$ cat src/common/fpu_cfg.svh
// fpu configuration
// tag width, lane count and binary32 format constants
`ifndef FPU_CFG_SVH
`define FPU_CFG_SVH

`define FPU_TAG_W   4
`define FPU_LANES   2

// binary32 format
`define FP_EXP_BIAS 127
`define FP_EXP_MAX  255
`define FP_QNAN     32'h7fc00000

`endif

$ cat src/common/fpu_pkg.sv
// fpu package
// types shared by the binary32 multiply lanes, the arbiter and the testbench
package fpu_pkg;

  // IEEE rounding directions
  typedef enum logic [1:0] {
    RNE = 2'd0,
    RTZ = 2'd1,
    RUP = 2'd2,
    RDN = 2'd3
  } round_mode_e;

  // operand classes, denormals fold into ZERO
  typedef enum logic [2:0] {
    ZERO   = 3'd0,
    NORMAL = 3'd1,
    INF    = 3'd2,
    NAN    = 3'd3
  } fp_class_e;

  // exception flags reported with every result
  typedef struct packed {
    logic invalid;
    logic overflow;
    logic underflow;
    logic inexact;
  } fpu_flags_t;

endpackage

$ cat src/common/fpu_result_if.sv
// fpu result channel
// carries one lane's finished result toward the shared result bus
`include "fpu_cfg.svh"

interface fpu_result_if import fpu_pkg::*; ();

  logic                  req;
  logic                  gnt;
  logic [`FPU_TAG_W-1:0] tag;
  logic [31:0]           data;
  fpu_flags_t            flags;

  modport lane (
    output req, tag, data, flags,
    input  gnt
  );

  modport arb (
    input  req, tag, data, flags,
    output gnt
  );

endinterface

$ cat src/fmul/fmul_classify.sv
// fmul operand classifier
// decodes both operands and picks the result for zero, infinity and NaN cases
`include "fpu_cfg.svh"

module fmul_classify import fpu_pkg::*; (
  input  logic [31:0] a,
  input  logic [31:0] b,
  output fp_class_e   class_a,
  output fp_class_e   class_b,
  output logic        special,
  output logic [31:0] special_res,
  output logic        invalid
);

  logic sign;
  logic any_nan;
  logic any_inf;
  logic inf_zero;

  function automatic fp_class_e decode(input logic [31:0] x);
    // zero exponent covers denormals too
    if (x[30:23] == 8'd0) begin
      return ZERO;
    end
    if (x[30:23] == 8'(`FP_EXP_MAX)) begin
      return (x[22:0] == 23'd0) ? INF : NAN;
    end
    return NORMAL;
  endfunction

  assign class_a = decode(a);
  assign class_b = decode(b);
  assign sign    = a[31] ^ b[31];

  assign any_nan  = (class_a == NAN) || (class_b == NAN);
  assign any_inf  = (class_a == INF) || (class_b == INF);
  assign inf_zero = ((class_a == INF) && (class_b == ZERO)) ||
                    ((class_a == ZERO) && (class_b == INF));

  assign special = (class_a != NORMAL) || (class_b != NORMAL);
  assign invalid = inf_zero;

  always_comb begin
    if (any_nan || inf_zero) begin
      special_res = `FP_QNAN;
    end else if (any_inf) begin
      special_res = {sign, 8'hff, 23'd0};
    end else begin
      special_res = {sign, 31'd0};
    end
  end

endmodule

$ cat src/fmul/fmul_lane.sv
// fmul lane
// three-stage binary32 multiply pipeline: classify, multiply, round
// the last stage feeds a hold register that requests the shared result bus
`include "fpu_cfg.svh"

module fmul_lane import fpu_pkg::*; (
  input  logic                  clk,
  input  logic                  rst_n,
  input  logic                  issue,
  input  logic [31:0]           a,
  input  logic [31:0]           b,
  input  round_mode_e           rmode,
  input  logic [`FPU_TAG_W-1:0] tag,
  output logic                  stall,
  fpu_result_if.lane            res
);

  fp_class_e             class_a;
  fp_class_e             class_b;
  logic                  special_c;
  logic [31:0]           special_res_c;
  logic                  invalid_c;
  logic                  advance;

  // stage 1
  logic                  v1;
  logic                  sign1;
  logic signed [9:0]     exp1;
  logic [23:0]           siga1;
  logic [23:0]           sigb1;
  logic                  special1;
  logic [31:0]           spres1;
  logic                  inv1;
  round_mode_e           rmode1;
  logic [`FPU_TAG_W-1:0] tag1;

  // stage 2
  logic                  v2;
  logic                  sign2;
  logic signed [9:0]     exp2;
  logic [47:0]           prod2;
  logic                  special2;
  logic [31:0]           spres2;
  logic                  inv2;
  round_mode_e           rmode2;
  logic [`FPU_TAG_W-1:0] tag2;

  logic [31:0]           rnd_res;
  fpu_flags_t            rnd_flags;

  // hold register
  logic                  hold_v;
  logic [31:0]           hold_data;
  fpu_flags_t            hold_flags;
  logic [`FPU_TAG_W-1:0] hold_tag;

  fmul_classify u_classify (
    .a           (a),
    .b           (b),
    .class_a     (class_a),
    .class_b     (class_b),
    .special     (special_c),
    .special_res (special_res_c),
    .invalid     (invalid_c)
  );

  fmul_round u_round (
    .sign    (sign2),
    .exp_sum (exp2),
    .prod    (prod2),
    .rmode   (rmode2),
    .res     (rnd_res),
    .flags   (rnd_flags)
  );

  // full hold register waiting for the bus freezes everything
  assign stall   = hold_v & ~res.gnt;
  assign advance = ~stall;

  always_ff @(posedge clk) begin
    if (!rst_n) begin
      v1     <= 1'b0;
      v2     <= 1'b0;
      hold_v <= 1'b0;
    end else if (advance) begin
      v1     <= issue;
      v2     <= v1;
      hold_v <= v2;
    end
  end

  always_ff @(posedge clk) begin
    if (advance) begin
      sign1    <= a[31] ^ b[31];
      exp1     <= {2'b00, a[30:23]} + {2'b00, b[30:23]};
      siga1    <= {class_a == NORMAL, a[22:0]};
      sigb1    <= {class_b == NORMAL, b[22:0]};
      special1 <= special_c;
      spres1   <= special_res_c;
      inv1     <= invalid_c;
      rmode1   <= rmode;
      tag1     <= tag;

      sign2    <= sign1;
      exp2     <= exp1;
      prod2    <= siga1 * sigb1;
      special2 <= special1;
      spres2   <= spres1;
      inv2     <= inv1;
      rmode2   <= rmode1;
      tag2     <= tag1;

      hold_tag <= tag2;
      if (special2) begin
        hold_data  <= spres2;
        hold_flags <= '{invalid: inv2, overflow: 1'b0, underflow: 1'b0, inexact: 1'b0};
      end else begin
        hold_data  <= rnd_res;
        hold_flags <= rnd_flags;
      end
    end
  end

  assign res.req   = hold_v;
  assign res.tag   = hold_tag;
  assign res.data  = hold_data;
  assign res.flags = hold_flags;

  // issuing into a stalled lane would drop the operation
  a_no_issue_on_stall: assert property (@(posedge clk) disable iff (!rst_n)
    stall |-> !issue);

  a_req_held: assert property (@(posedge clk) disable iff (!rst_n)
    res.req && !res.gnt |=> res.req && $stable(res.tag) && $stable(res.data));

endmodule

$ cat src/fmul/fmul_round.sv
// fmul normalize and round
// takes the raw significand product and biased exponent sum, rounds in
// one of four modes and handles overflow and flush to zero
`include "fpu_cfg.svh"

module fmul_round import fpu_pkg::*; (
  input  logic              sign,
  input  logic signed [9:0] exp_sum,
  input  logic [47:0]       prod,
  input  round_mode_e       rmode,
  output logic [31:0]       res,
  output fpu_flags_t        flags
);

  logic [22:0]       mant;
  logic              guard;
  logic              sticky;
  logic              round_up;
  logic              carry;
  logic [23:0]       mant_rnd;
  logic signed [9:0] exp_norm;
  logic signed [9:0] exp_fin;
  logic              ovf;
  logic              unf;
  logic              max_finite;

  // product of two 1.x values lies in [1,4)
  always_comb begin
    if (prod[47]) begin
      mant     = prod[46:24];
      guard    = prod[23];
      sticky   = |prod[22:0];
      exp_norm = 10'(exp_sum - `FP_EXP_BIAS + 1);
    end else begin
      mant     = prod[45:23];
      guard    = prod[22];
      sticky   = |prod[21:0];
      exp_norm = 10'(exp_sum - `FP_EXP_BIAS);
    end
  end

  always_comb begin
    case (rmode)
      RNE:     round_up = guard & (sticky | mant[0]);
      RTZ:     round_up = 1'b0;
      RUP:     round_up = ~sign & (guard | sticky);
      default: round_up = sign & (guard | sticky);
    endcase
  end

  // carry out leaves a zero fraction, only the exponent moves
  assign mant_rnd = {1'b0, mant} + {23'd0, round_up};
  assign carry    = mant_rnd[23];
  assign exp_fin  = exp_norm + $signed({9'd0, carry});

  assign ovf = exp_fin >= `FP_EXP_MAX;
  assign unf = exp_fin < 1;

  // directed modes that point away from the sign saturate
  always_comb begin
    case (rmode)
      RTZ:     max_finite = 1'b1;
      RUP:     max_finite = sign;
      RDN:     max_finite = ~sign;
      default: max_finite = 1'b0;
    endcase
  end

  always_comb begin
    if (ovf) begin
      res = max_finite ? {sign, 8'hfe, 23'h7fffff} : {sign, 8'hff, 23'd0};
    end else if (unf) begin
      res = {sign, 31'd0};
    end else begin
      res = {sign, exp_fin[7:0], mant_rnd[22:0]};
    end
  end

  assign flags.invalid   = 1'b0;
  assign flags.overflow  = ovf;
  assign flags.underflow = unf;
  assign flags.inexact   = guard | sticky | ovf | unf;

endmodule

$ cat src/logic/fpu_mul_top.sv
// fpu multiply top
// two binary32 multiply lanes sharing one result bus through an arbiter
`include "fpu_cfg.svh"

module fpu_mul_top import fpu_pkg::*; (
  input  logic                  clk,
  input  logic                  rst_n,

  input  logic                  a_issue,
  input  logic [31:0]           a_op_a,
  input  logic [31:0]           a_op_b,
  input  round_mode_e           a_rmode,
  input  logic [`FPU_TAG_W-1:0] a_tag,
  output logic                  a_stall,

  input  logic                  b_issue,
  input  logic [31:0]           b_op_a,
  input  logic [31:0]           b_op_b,
  input  round_mode_e           b_rmode,
  input  logic [`FPU_TAG_W-1:0] b_tag,
  output logic                  b_stall,

  output logic                  res_valid,
  output logic                  res_lane,
  output logic [`FPU_TAG_W-1:0] res_tag,
  output logic [31:0]           res_data,
  output fpu_flags_t            res_flags
);

  fpu_result_if res_if [`FPU_LANES] ();

  fmul_lane u_lane_a (
    .clk   (clk),
    .rst_n (rst_n),
    .issue (a_issue),
    .a     (a_op_a),
    .b     (a_op_b),
    .rmode (a_rmode),
    .tag   (a_tag),
    .stall (a_stall),
    .res   (res_if[0])
  );

  fmul_lane u_lane_b (
    .clk   (clk),
    .rst_n (rst_n),
    .issue (b_issue),
    .a     (b_op_a),
    .b     (b_op_b),
    .rmode (b_rmode),
    .tag   (b_tag),
    .stall (b_stall),
    .res   (res_if[1])
  );

  result_arbiter u_arb (
    .clk       (clk),
    .rst_n     (rst_n),
    .lane0     (res_if[0]),
    .lane1     (res_if[1]),
    .res_valid (res_valid),
    .res_lane  (res_lane),
    .res_tag   (res_tag),
    .res_data  (res_data),
    .res_flags (res_flags)
  );

endmodule

$ cat src/logic/result_arbiter.sv
// result arbiter
// round-robin grant of the shared result bus between the two lanes
`include "fpu_cfg.svh"

module result_arbiter import fpu_pkg::*; (
  input  logic                  clk,
  input  logic                  rst_n,
  fpu_result_if.arb             lane0,
  fpu_result_if.arb             lane1,
  output logic                  res_valid,
  output logic                  res_lane,
  output logic [`FPU_TAG_W-1:0] res_tag,
  output logic [31:0]           res_data,
  output fpu_flags_t            res_flags
);

  logic [`FPU_LANES-1:0] req;
  logic [`FPU_LANES-1:0] gnt;
  // lane index of the most recent grant
  logic                  last_gnt;

  assign req = {lane1.req, lane0.req};

  // on a tie the lane not served last wins
  assign gnt[0] = req[0] & (~req[1] | last_gnt);
  assign gnt[1] = req[1] & (~req[0] | ~last_gnt);

  assign lane0.gnt = gnt[0];
  assign lane1.gnt = gnt[1];

  assign res_valid = |gnt;
  assign res_lane  = gnt[1];
  assign res_tag   = res_lane ? lane1.tag : lane0.tag;
  assign res_data  = res_lane ? lane1.data : lane0.data;
  assign res_flags = res_lane ? lane1.flags : lane0.flags;

  // points at lane 1 out of reset so lane 0 takes the first tie
  always_ff @(posedge clk) begin
    if (!rst_n) begin
      last_gnt <= 1'b1;
    end else if (res_valid) begin
      last_gnt <= res_lane;
    end
  end

  a_gnt_onehot: assert property (@(posedge clk) disable iff (!rst_n)
    $onehot0(gnt));

  // a lane left waiting takes the bus in the next cycle
  a_wait_served: assert property (@(posedge clk) disable iff (!rst_n)
    (req & ~gnt) != '0 |=> gnt == $past(req & ~gnt));

endmodule

$ cat config.mk
export PLATFORM = sky130hd
export DESIGN_NAME = fpu_mul_top
export DESIGN_NICKNAME = d
export VERILOG_FILES = /design/src/common/fpu_pkg.sv /design/src/common/fpu_result_if.sv /design/src/fmul/fmul_classify.sv /design/src/fmul/fmul_lane.sv /design/src/fmul/fmul_round.sv /design/src/logic/fpu_mul_top.sv /design/src/logic/result_arbiter.sv
export VERILOG_INCLUDE_DIRS = /design/src /design/src/common
export SDC_FILE = /design/constraint.sdc
export NUM_CORES = 2
export LEC_CHECK = 0
export ABC_AREA = 1
export BUFFER_PORTS_ARGS = -buffer_cell sky130_fd_sc_hd__buf_2
export CORE_UTILIZATION = 30
export CTS_CLUSTER_DIAMETER = 80
export DETAILED_ROUTE_END_ITERATION = 16
export SLEW_MARGIN = 25
export SYNTH_ARGS = -nofsm -noshare
export SYNTH_HDL_FRONTEND = slang
export SYNTH_SLANG_ARGS = --single-unit
$ cat constraint.sdc
create_clock -name clk -period 8.2 [get_ports clk]
set_clock_uncertainty 0.15 [all_clocks]
set_input_delay 0.41 -clock clk [delete_from_list [all_inputs] [get_ports clk]]
set_output_delay 0.41 -clock clk [all_outputs]
set_load 0.005 [all_outputs]
* After elaboration in Yosys (flattened, before gate mapping)
Index checks and enable logic that the tools add are counted.
** Storage, ports and cells
- Input bits :: 144
- Memories :: 0
- Bits in writable memories :: 0
- Output and inout bits :: 44
- Bits in latches :: 0
- ROM bits :: 0
- Flip-flop bits (word level) :: 483
- Logic and storage cells :: 214
** Operators by class
- Bitwise gates (word level) :: 29
- Equality and inequality tests :: 26
- $add $sub $neg :: 10
- Magnitude comparators :: 4
- Div/mod/pow operators :: 0
- Reduce and logical (&&, ||, !) cells :: 33
- Shifts and indexed selects :: 0
- Multiplexer cells :: 57
- $mul :: 2
** Operators by type and width (count)
- $mux W31 :: 6
- $mul A24 B24 Y48 :: 2
- $mux W32 :: 3
- $logic_not A23 Y1 :: 4
- $add A23 B1 Y24 :: 2
- $mux W24 :: 2
- $mux W3 :: 16
- $mux W23 :: 2
- $reduce_or A23 Y1 :: 2
- $reduce_or A22 Y1 :: 2
- $eq A8 B8 Y1 const B :: 4
- $logic_not A8 Y1 :: 4
- $eq A3 B2 Y1 const B :: 8
- $add A10 B2 Y10 :: 2
- $add A10 B2 Y10 const B :: 2
- $ge A10 B9 Y1 const B :: 2
- $lt A10 B2 Y1 const B :: 2
- $mux W1 :: 20
- $mux W10 :: 2
- $sub A10 B8 Y10 const B :: 2
- $add A8 B8 Y9 :: 2
- $eq A3 B1 Y1 const B :: 4
- $logic_not A3 Y1 :: 4
- $ne A3 B1 Y1 const B :: 4
- 12 further kinds :: 58

* Depth between registers and ports, before layout
- Depth after elaboration :: 11
- Mapped depth :: 36
- Mapped depth without buffers :: 35

* Cells and area by module
A second synthesis with hierarchy kept.
** Unflattened totals
- Cell total of the unflattened synthesis :: 7623
- Area, all modules :: 63338.2 µm²
** Modules (own cells, without submodules)
- fmul_lane (u_lane_a) :: sequential area each 7146.9 µm², times used 1, cells an instance 3204, area each 28528.6 µm²
- fmul_lane (u_lane_b) :: sequential area each 7146.9 µm², times used 1, cells an instance 3194, area each 28457.3 µm²
- fmul_round :: sequential area each 0.0 µm², times used 2, cells an instance 421, area each 2232.1 µm²
- fmul_classify :: sequential area each 0.0 µm², times used 2, cells an instance 120, area each 610.6 µm²
- result_arbiter :: sequential area each 20.0 µm², times used 1, cells an instance 143, area each 666.9 µm²

* Worst setup path after synthesis
Ideal clock, no wire load.
- Kind :: register -> register
- From :: register u_lane_b.siga1[13]
- To :: register u_lane_b.prod2[43] (data pin)
- Path slack :: 1.674 ns
- Library setup time :: 0.252 ns
- Clock period less this slack :: 6.526 ns
- Data required time :: 7.798 ns
- Path buffers :: 1
- Cell stages (with the launch flop) :: 30
- Data arrival time :: 6.124 ns
- Cell sequence :: edfxtp_1 clkbuf_1 nand2_1 fa_1 inv_1 fa_1 inv_1 fa_1 inv_1 fa_1 inv_1 fa_1 inv_1 fa_1 inv_1 fa_1 inv_1 ha_1 a21oi_1 o21a_1 nor2_1 nor2_1 nand2_1 a21oi_1 o21ai_0 nand3_1 nand2_1 a21o_1 nand2_1 nand2_1
** Between the ends
- Longest elaborated chain between the ends :: 1
** RTL lines
- start: declaration :: line fmul_lane.sv:29 : logic [23:0] siga1;
- start signal: assignment :: line fmul_lane.sv:96 : siga1 <= {class_a == NORMAL, a[22:0]};
- $mul A24 B24 Y48 :: line fmul_lane.sv:106 : prod2 <= siga1 * sigb1;
- end signal: assignment :: line fmul_lane.sv:106
- end: declaration :: line fmul_lane.sv:41 : logic [47:0] prod2;
Every way passes these cells.
A chain may end at the register's enable or synchronous reset.

* Worst setup path after layout
- From :: register u_lane_a.sigb1[3]
- To :: register u_lane_a.prod2[40] (data pin)
** Between the ends
- Longest elaborated chain between the ends :: 1
** RTL lines
- start: declaration :: line fmul_lane.sv:30 : logic [23:0] sigb1;
- start signal: assignment :: line fmul_lane.sv:97 : sigb1 <= {class_b == NORMAL, b[22:0]};
- $mul A24 B24 Y48 :: line fmul_lane.sv:106
- end signal: assignment :: line fmul_lane.sv:106
- end: declaration :: line fmul_lane.sv:41
Every way passes these cells.

==> flow_metrics.tcl <==
set metrics [dict create \
    run_status "completed" \
    numClockSinks 363 \
    max_stage_delay_ns 0.88 \
    timing.final.crit_period_ns 7.50 \
    drt-initial-drc-count 2921 \
    cap_viol_max_count 0 \
    timing_worst_setup_path_type "flip-flop to flip-flop" \
    flip_flop_and_latch_count_after_synthesis 363 \
    final-seq-area_sq_um 10800 \
    post_synth_instance_area_sq_um 56200 \
    yosys_warnings 0 \
    grt_pass1_vias 45000 \
    antenna_left 0 \
    finalHoldViolations 0 \
    totalNegativeSetupSlack_ns 0 \
    critPathBufInv 6 \
    post_synth_mux_area_share_pct 0.0534 \
    die_width_microns 435 \
    crit_family "adder cells" \
    setup_viol 0 \
    std_cell_rows 158 \
    grt_first_pass_wirelength_microns 251000 \
    final_cycle_share_pct 91.5 \
    cts_buffers 46 \
    finalNetCount 8448 \
    global_route.usage.total_pct 16.7 \
    cts.reportedPaths.clkPinSlew_ns 0.06 \
    multiInputGateArea_sq_um 37000 \
    dr.pass1.iters 6 \
    synth_area_per_cell_sq_um 8.35 \
    ys_types 55 \
    worst_hold_path_type "input port to flip-flop" \
    antenna_found_initial 3 \
    n_fill_cell 19300 \
    crit_slowest_cell "sky130_fd_sc_hd__edfxtp_1" \
    top_level_ports 188 \
    synth_enable_flop_cells 356 \
    h-tree-depth 2 \
    worst_slew_pin_slew_ns 1.13 \
    required_ns 8.44 \
    clockRootBuffer "sky130_fd_sc_hd__clkbuf_16" \
    route.detailed.wl_per_inst_microns 16.6 \
    synth_compound_gate_area_share_pct 3.70 \
    grt_max_degree 113 \
    fp.coreArea_sq_um 186000 \
    rsz0062_at_grt "no" \
    wl_microns 157000 \
    endpoint_kind "flip-flop" \
    drv_slew 0 \
    routed_via_density 4.54 \
    die_y_extent_microns 435 \
    synth_top_family_by_area "adder cells" \
    floorplan.die_area_sq_um 189000 \
    io_buffer_count 187 \
    place.gp.congestion 0.899 \
    drc_errors 0 \
    synth_xor_area_share_pct 2.31 \
    fmax_mhz 133 \
    path_common_cell "sky130_fd_sc_hd__fa_1" \
    area_delta_synth_final_pct 11.9 \
    grt.overflow.total 0 \
    postSynth.asyncResetShare_pct 0 \
    startpoint_type "flip-flop" \
    maxSlewHeadroom_pct 24.5 \
    cts_tree "done" \
    synth_fp_nets 8226 \
    insertion_delay_ns 0.67 \
    crit_arrival_ns 7.74 \
    clk_path_buf_depth 3 \
    starting_density_of_the_core_pct 30.3 \
    post-synth-top-area-fraction_pct 34.4 \
    dpl.hpwl_microns 127000 \
    netlist_top_cells_area "sky130_fd_sc_hd__fa_1, sky130_fd_sc_hd__edfxtp_1, sky130_fd_sc_hd__inv_1, sky130_fd_sc_hd__nand2_1, sky130_fd_sc_hd__ha_1" \
    crit_path_max_fanout 16 \
    vias 43000 \
    synth_area_leader "sky130_fd_sc_hd__fa_1" \
    post_route_cells_drive_above_1_share_pct 7.01 \
    post_synth_fa_ha_maj_area_fraction_pct 42.8 \
    netlist_instances 6738 \
    synth_ff_type "sky130_fd_sc_hd__edfxtp_1" \
    synth_simple_gate_area_share_pct 17.0 \
    synth_sequential_area_ratio_pct 19.3 \
]
[tightest hold or removal path, stage by stage]
cell,delay [ns]
sky130_fd_sc_hd__buf_2,0.09
sky130_fd_sc_hd__ha_1,0.13
sky130_fd_sc_hd__o21bai_1,0.10
[flip-flops by register name, indices dropped and copies added (netlist names), 9 cells and up]
register / flops
u_lane_a.prod2: 48
u_lane_a.siga1: 24
u_lane_b.res.data: 32
u_lane_b.siga1: 24
u_lane_a.res.data: 32
u_lane_b.exp2: 9
u_lane_b.sigb1: 24
u_lane_a.exp1: 9
u_lane_b.prod2: 48
u_lane_a.exp2: 9
u_lane_a.sigb1: 24
u_lane_b.exp1: 9
[area by class of cell]
type | instances | share of cell area, %
clock buffers | 50 | 1.85
flip-flops and latches | 363 | 17.2
repair buffers | 410 | 4.78
well taps | 2480 | 4.93
inverters | 1960 | 11.7
diodes | 2 | 0.00795
multi-input cells | 4179 | 58.8
clock inverters | 31 | 0.640
[per-stage QoR]
stage | setup WS, ns | instances | hold slack (ns) | cell area (sq um) | util, %
2_1_floorplan | 1.67 | 6738 | 0.250 | 56200 | -
3_3_place_gp | 0.773 | 9265 | 0.251 | 60000 | 32.3
3_5_place_dp | 0.757 | 9268 | 0.255 | 60000 | 32.3
4_1_cts | 0.707 | 9463 | 0.00741 | 62800 | 33.8
5_1_grt | 0.303 | 9474 | 0.0297 | 62900 | 33.9
6_report | 0.698 | 9475 | 0.0505 | 62900 | 33.9
[final timing paths]
check | cells past startpoint | start | slack (ns) | endpoint
max reg2reg | 26 | u_lane_a.sigb1[3]$_DFFE_PN_ | 0.70 | u_lane_a.prod2[40]$_DFFE_PN_
max | 26 | u_lane_a.sigb1[3]$_DFFE_PN_ | 0.70 | u_lane_a.prod2[40]$_DFFE_PN_
min | 3 | a_op_b[30] | 0.05 | u_lane_a.exp1[8]$_DFFE_PN_
min reg2reg | 0 | u_lane_a.sign1$_DFFE_PN_ | 0.26 | u_lane_a.sign2$_DFFE_PN_
[placed cells by master, fill, tap and decap left out, drive strengths merged, types with 3 or more instances in the layout]
| cell type | n |
|---|---|
| dfxtp | 7 |
| bufinv | 7 |
| clkbuf | 50 |
| inv | 1963 |
| a21o | 10 |
| xor2 | 97 |
| nor4 | 49 |
| o31ai | 6 |
| o211ai | 5 |
| mux2i | 3 |
| nor3 | 23 |
| xnor2 | 51 |
| o21ai | 101 |
| ha | 378 |
| a21oi | 181 |
| nand4 | 86 |
| dlygate4sd3 | 114 |
| o221ai | 3 |
| clkinvlp | 4 |
| a31oi | 22 |
| nand3b | 5 |
| clkinv | 17 |
| nand2 | 1806 |
| nor2 | 251 |
| and3 | 4 |
| o21bai | 6 |
| buf | 296 |
| nand3 | 84 |
| edfxtp | 356 |
| or2 | 10 |
| o21a | 20 |
| fa | 966 |
[repair_timing]
item                      CTS  global route
buffers inserted            0             0
hold endpoints to repair  115             0
resized for setup           0             0
hold buffers              114             0
[synth_stat cells (4+ instances only)]
| master | instances |
|---|---|
| sky130_fd_sc_hd__a21oi_2 | 14 |
| sky130_fd_sc_hd__o211ai_1 | 5 |
| sky130_fd_sc_hd__nand2_2 | 25 |
| sky130_fd_sc_hd__dfxtp_1 | 7 |
| sky130_fd_sc_hd__nor3_1 | 20 |
| sky130_fd_sc_hd__clkbuf_1 | 204 |
| sky130_fd_sc_hd__o21bai_1 | 5 |
| sky130_fd_sc_hd__nand3b_1 | 5 |
| sky130_fd_sc_hd__or2_2 | 10 |
| sky130_fd_sc_hd__a21oi_1 | 167 |
| sky130_fd_sc_hd__buf_4 | 11 |
| sky130_fd_sc_hd__nand4_1 | 86 |
| sky130_fd_sc_hd__nand2_4 | 7 |
| sky130_fd_sc_hd__nand3_2 | 4 |
| sky130_fd_sc_hd__nor2_2 | 15 |
| sky130_fd_sc_hd__nand2_1 | 1774 |
| sky130_fd_sc_hd__buf_2 | 9 |
| sky130_fd_sc_hd__o21ai_1 | 14 |
| sky130_fd_sc_hd__nor2_4 | 8 |
| sky130_fd_sc_hd__o21ai_0 | 84 |
| sky130_fd_sc_hd__xor2_1 | 97 |
| sky130_fd_sc_hd__xnor2_1 | 51 |
| sky130_fd_sc_hd__o21a_1 | 20 |
| sky130_fd_sc_hd__fa_1 | 966 |
| sky130_fd_sc_hd__and3_1 | 4 |
| sky130_fd_sc_hd__a31oi_1 | 22 |
| sky130_fd_sc_hd__nand3_1 | 78 |
| sky130_fd_sc_hd__a21o_1 | 10 |
| sky130_fd_sc_hd__inv_2 | 18 |
| sky130_fd_sc_hd__nor4_1 | 46 |
| sky130_fd_sc_hd__inv_1 | 1937 |
| sky130_fd_sc_hd__o31ai_1 | 6 |
| sky130_fd_sc_hd__edfxtp_1 | 356 |
| sky130_fd_sc_hd__buf_6 | 10 |
| sky130_fd_sc_hd__ha_1 | 378 |
| sky130_fd_sc_hd__nor2_1 | 228 |
[per-layer routing]
layer	up-vias	GRT usage, %	share of wire [%]
met5	-	0	0.0083
met4	2	5.99	3.7
met3	232	2.77	6.8
met2	1326	27.7	47
met1	21300	22.0	43
li1	20100	-	-
[cell families after synthesis]
| family | Yosys count |
|---|---|
| flops | 363 |
| simple gates | 2321 |
| buf+inv | 2196 |
| xor+xnor | 148 |
| mux | 3 |
| fa+ha+maj | 1344 |
| compound gates | 363 |
Power is left out: the tool's default activity adds up to more than one toggle a clock period on the data nets, which glitch-free logic cannot reach.
